[config.mk]
export PLATFORM = sky130hd
export DESIGN_NAME = memory_control
export DESIGN_NICKNAME = d
export VERILOG_FILES = /design/src/cpu_types_pkg.sv /design/src/memory_control.sv
export SDC_FILE = /design/constraint.sdc
export NUM_CORES = 1
export LEC_CHECK = 0
export BUFFER_PORTS_ARGS = -buffer_cell sky130_fd_sc_hd__clkbuf_2
export CAP_MARGIN = 20
export CORE_AREA = 2 2 102 104
export DETAILED_ROUTE_END_ITERATION = 7
export DIE_AREA = 0 0 104 106
export PLACE_DENSITY = 0.56
export SETUP_SLACK_MARGIN = 0.4
export SLEW_MARGIN = 20
export SYNTH_ARGS = -nofsm -noshare
export SYNTH_HDL_FRONTEND = slang
export SYNTH_SLANG_ARGS = --single-unit
export TNS_END_PERCENT = 30
[constraint.sdc]
create_clock -name vclk -period 2.6
set_input_delay 0.39 -clock vclk [all_inputs]
set_output_delay 0.39 -clock vclk [all_outputs]
set_load 0.03 [all_outputs]
[src/cpu_types_pkg.sv]
`default_nettype none

package cpu_types_pkg;

  typedef logic [31:0] word_t;
  typedef logic [4:0]  regbits_t;

  // halt instruction, all ones
  localparam word_t HALT_WORD = 32'hffff_ffff;

  // major opcodes of the supported subset
  typedef enum logic [5:0] {
    RTYPE = 6'h00,
    J     = 6'h02,
    JAL   = 6'h03,
    BEQ   = 6'h04,
    BNE   = 6'h05,
    ADDIU = 6'h09,
    SLTI  = 6'h0a,
    ANDI  = 6'h0c,
    ORI   = 6'h0d,
    XORI  = 6'h0e,
    LUI   = 6'h0f,
    LW    = 6'h23,
    SW    = 6'h2b
  } opcode_t;

  // r-type function codes
  typedef enum logic [5:0] {
    SLL  = 6'h00,
    SRL  = 6'h02,
    JR   = 6'h08,
    ADDU = 6'h21,
    SUBU = 6'h23,
    AND  = 6'h24,
    OR   = 6'h25,
    XOR  = 6'h26,
    NOR  = 6'h27,
    SLT  = 6'h2a,
    SLTU = 6'h2b
  } funct_t;

  typedef enum logic [3:0] {
    ALU_SLL,
    ALU_SRL,
    ALU_ADD,
    ALU_SUB,
    ALU_AND,
    ALU_OR,
    ALU_XOR,
    ALU_NOR,
    ALU_SLT,
    ALU_SLTU,
    ALU_LUI
  } aluop_t;

  typedef struct packed {
    opcode_t  opcode;
    regbits_t rs;
    regbits_t rt;
    regbits_t rd;
    logic [4:0] shamt;
    funct_t   funct;
  } r_type_t;

  typedef struct packed {
    opcode_t     opcode;
    regbits_t    rs;
    regbits_t    rt;
    logic [15:0] imm16;
  } i_type_t;

  typedef struct packed {
    opcode_t     opcode;
    logic [25:0] addr26;
  } j_type_t;

  // one fetched word, seen in each of the three formats
  typedef union packed {
    r_type_t r;
    i_type_t i;
    j_type_t j;
  } instr_u;

  typedef enum logic [1:0] {
    PC_SEQ,
    PC_BRANCH,
    PC_JUMP,
    PC_JR
  } pcsrc_t;

  typedef struct packed {
    aluop_t alu_op;
    logic   alu_src_imm;
    logic   alu_src_shamt;
    logic   ext_signed;
    logic   reg_wr;
    logic   reg_dst_rd;
    logic   link;
    logic   mem_to_reg;
    logic   dren;
    logic   dwen;
    logic   branch_ne;
    pcsrc_t pcsrc;
    logic   halt;
  } ctrl_t;

  // datapath to memory controller
  typedef struct packed {
    logic  imemren;
    word_t imemaddr;
    logic  dmemren;
    logic  dmemwen;
    word_t dmemaddr;
    word_t dmemstore;
  } dp_req_t;

  // memory controller back to datapath
  typedef struct packed {
    logic  ihit;
    word_t imemload;
    logic  dhit;
    word_t dmemload;
  } dp_rsp_t;

endpackage

`default_nettype wire
[src/memory_control.sv]
`timescale 1ns/1ps
`default_nettype none

module memory_control (
  input  cpu_types_pkg::dp_req_t dp_req,
  output cpu_types_pkg::dp_rsp_t dp_rsp,
  output logic                   ram_ren,
  output logic                   ram_wen,
  output cpu_types_pkg::word_t   ram_addr,
  output cpu_types_pkg::word_t   ram_wdata,
  input  cpu_types_pkg::word_t   ram_rdata,
  input  logic                   ram_ready
);

  logic data_sel;

  // data access wins the single port over fetch
  assign data_sel = dp_req.dmemren || dp_req.dmemwen;

  assign ram_ren   = data_sel ? dp_req.dmemren : dp_req.imemren;
  assign ram_wen   = data_sel && dp_req.dmemwen;
  assign ram_addr  = data_sel ? dp_req.dmemaddr : dp_req.imemaddr;
  assign ram_wdata = dp_req.dmemstore;

  always_comb begin
    dp_rsp.ihit     = !data_sel && dp_req.imemren && ram_ready;
    dp_rsp.imemload = ram_rdata;
    dp_rsp.dhit     = data_sel && ram_ready;
    dp_rsp.dmemload = ram_rdata;
  end

endmodule

`default_nettype wire

==> results.yml <==
clocking:
  ctsResizeCount: 0
  post_cts_buffers: 0
  hold_buffers: 0
place:
  place_ws_ns: 0.590
  dp_hpwl_um: 3010
  place.gp.congestion: 0.619
  io_buffer_count: 104
cells_and_area:
  antennaDiodeCount: 0
  area_delta_synth_final_pct: -5.16
  num-clock-buffers: 0
  drive_gt1_share_pct: 98.6
  fin_nets: 276
  seqCellArea_um2: 0
  nFlopsAndLatches: 0
global_route:
  met3_usage_pct: 0.981
  grt_start_max_net_pins: 35
  gr-usage-met1_pct: 5.49
  top_usage_layer: "met2"
  grt-ovfl-total: 0
  grt_pass1_wl_um: 4600
  met2_usage_pct: 9.26
  first_global_vias: 852
  grt_usage_pct: 5.18
  antenna_found_initial: 0
route:
  drc_errors: 0
  first_pass_iters: 3
  vias: 814
  wl_per_cell_um: 12.1
  via_per_inst: 2.93
  routed_wl_um: 3360
  postRouteAntennaNets: 0
  drtIter0Drc: 32
worst_setup_path:
  worst-path-buf-inv: 3
  worstPathRequired_ns: 2.21
  startpoint: "dp_req[64]"
  crit_cells: 5
  worstPathArrival_ns: 1.60
  end_kind: "primary output"
  critical_path.top_delay_family: "buffers and inverters"
  crit_type: "in -> out"
  cp-endpoint: "ram_addr[16]"
  max_stage_delay_ns: 0.40
  slowest_stage: "mux2_2"
  critPathMaxFanout: 34
  start_kind: "input pin"
  cpMostUsedCell: "clkbuf_2"
  crit_chain: "clkbuf_2 > nor2_4 > buf_4 > mux2_2 > clkbuf_2"
synthesis:
  postSynthAreaPerCell_um2: 8.50
  synthCells: 137
  ys_seq_area_share_pct: 0
  synth.top_cell.area_share_pct: 61.9
  ys_warn_count: 0
  synth_common_cells: "buf_4 (96), mux2_2 (30), buf_6 (3), mux2_4 (2)"
  yosys.area.top_type: "buf_4"
  synth_fp_nets: 269
  ys_top_cells_by_area: "buf_4 (62%), mux2_2 (29%), buf_6 (2.9%), mux2_4 (2.6%), nor2_4 (0.97%)"
  synth_cell_types: 10
  yosysMostFrequentCell: "buf_4"
  netlist_area_mm2: 0.00116
floorplan:
  io_pins: 264
  coreArea_mm2: 0.0100
  start_util_pct: 11.6
  row_count: 37
  fp.dieH_um: 106
  dieArea_mm2: 0.0110
  die_w_um: 104
sta:
  slew_headroom_pct: 70.5
  fin_ws_ns: 0.611
  max_freq_ghz: 0.503
  hold_violations: 0
  slew_viol_final: 0
  post-route-period-util_pct: 76.5
  period_needed_ns: 1.99
  rsz0062_at_grt: "false"
  finalSetupTns_ns: 0
  worst_pin_slew_ns: 0.443
  setup_viol: 0
power_and_ir_drop:
  p_int_w: 0.000102
  p_switching_w: 0.000143
  power_frac_seq_pct: 0
  p_comb_share_pct: 100.0
  powerDensity_mw_per_mm2: 222
  max-vdd-ir-drop_uv: 37.6
  clkPwrFrac_pct: 0
  power.leakage_nw: 0.588
  switching_share_pct: 58.3
run:
  maxCapViolations: 0
status:
  run_status: "finished clean"
min_path:
  min_path_type: "in -> out"
==> through the flow <==
step	util (%)	instances	total power, W	area (um2)	hold WS [ns]
after CTS	11.0	278	0.000250	1100	0.780
after floorplan	-	137	0.000430	1160	0.912
after global placement	11.0	278	0.000247	1100	0.780
after global routing	11.0	278	0.000261	1100	0.780
final	11.0	278	0.000245	1100	0.780
after detailed placement	11.0	278	0.000249	1100	0.780
==> cells by family after synthesis <==
group	share of synthesized area, %
buffers and inverters	65.4
muxes	31.6
and+or+nand+nor	2.36
AOI/OAI and AO/OA	0.645
==> layout by cell type, fill, tap and decap left out <==
cell type,synthesis,final
inv_1,1,1
and2b_2,1,1
nor2_4,1,1
a21o_1,1,1
mux2_4,2,2
clkbuf_2,0,104
mux2_2,30,30
and3_2,1,1
buf_4,96,1
==> layout make-up <==
type | instances | area [um2]
inverter | 1 | 3.75
fill | 1185 | 8890
tap | 136 | 170
multi-input combinational | 36 | 403
timing repair buffer | 105 | 528
==> power groups by stage <==
stage	Combinational [W]	Clock, W	Sequential (W)
6_report	0.000245	0	0
5_1_grt	0.000261	0	0
4_1_cts	0.000250	0	0
3_5_place_dp	0.000249	0	0
3_3_place_gp	0.000247	0	0
2_1_floorplan	0.000430	0	0
==> worst min-delay path by stage <==
stage                               end  cells after the start  slack [ns]          from
after floorplan               dp_rsp[0]                      1        0.91  ram_rdata[0]
after global placement    ram_wdata[16]                      0        0.78    dp_req[16]
after detailed placement  ram_wdata[16]                      0        0.78    dp_req[16]
after CTS                 ram_wdata[16]                      0        0.78    dp_req[16]
after global routing      ram_wdata[14]                      0        0.78    dp_req[14]
final                     ram_wdata[14]                      0        0.78    dp_req[14]
==> routing by layer <==
layer  vias to the layer above  part of all wire, %
li1                        354                    -
met1                       359                   34
met2                        64                   47
met3                        37                   12
met4                         0                  6.8
met5                         -                    0
Note: power is estimated with default switching activity, not from simulation.
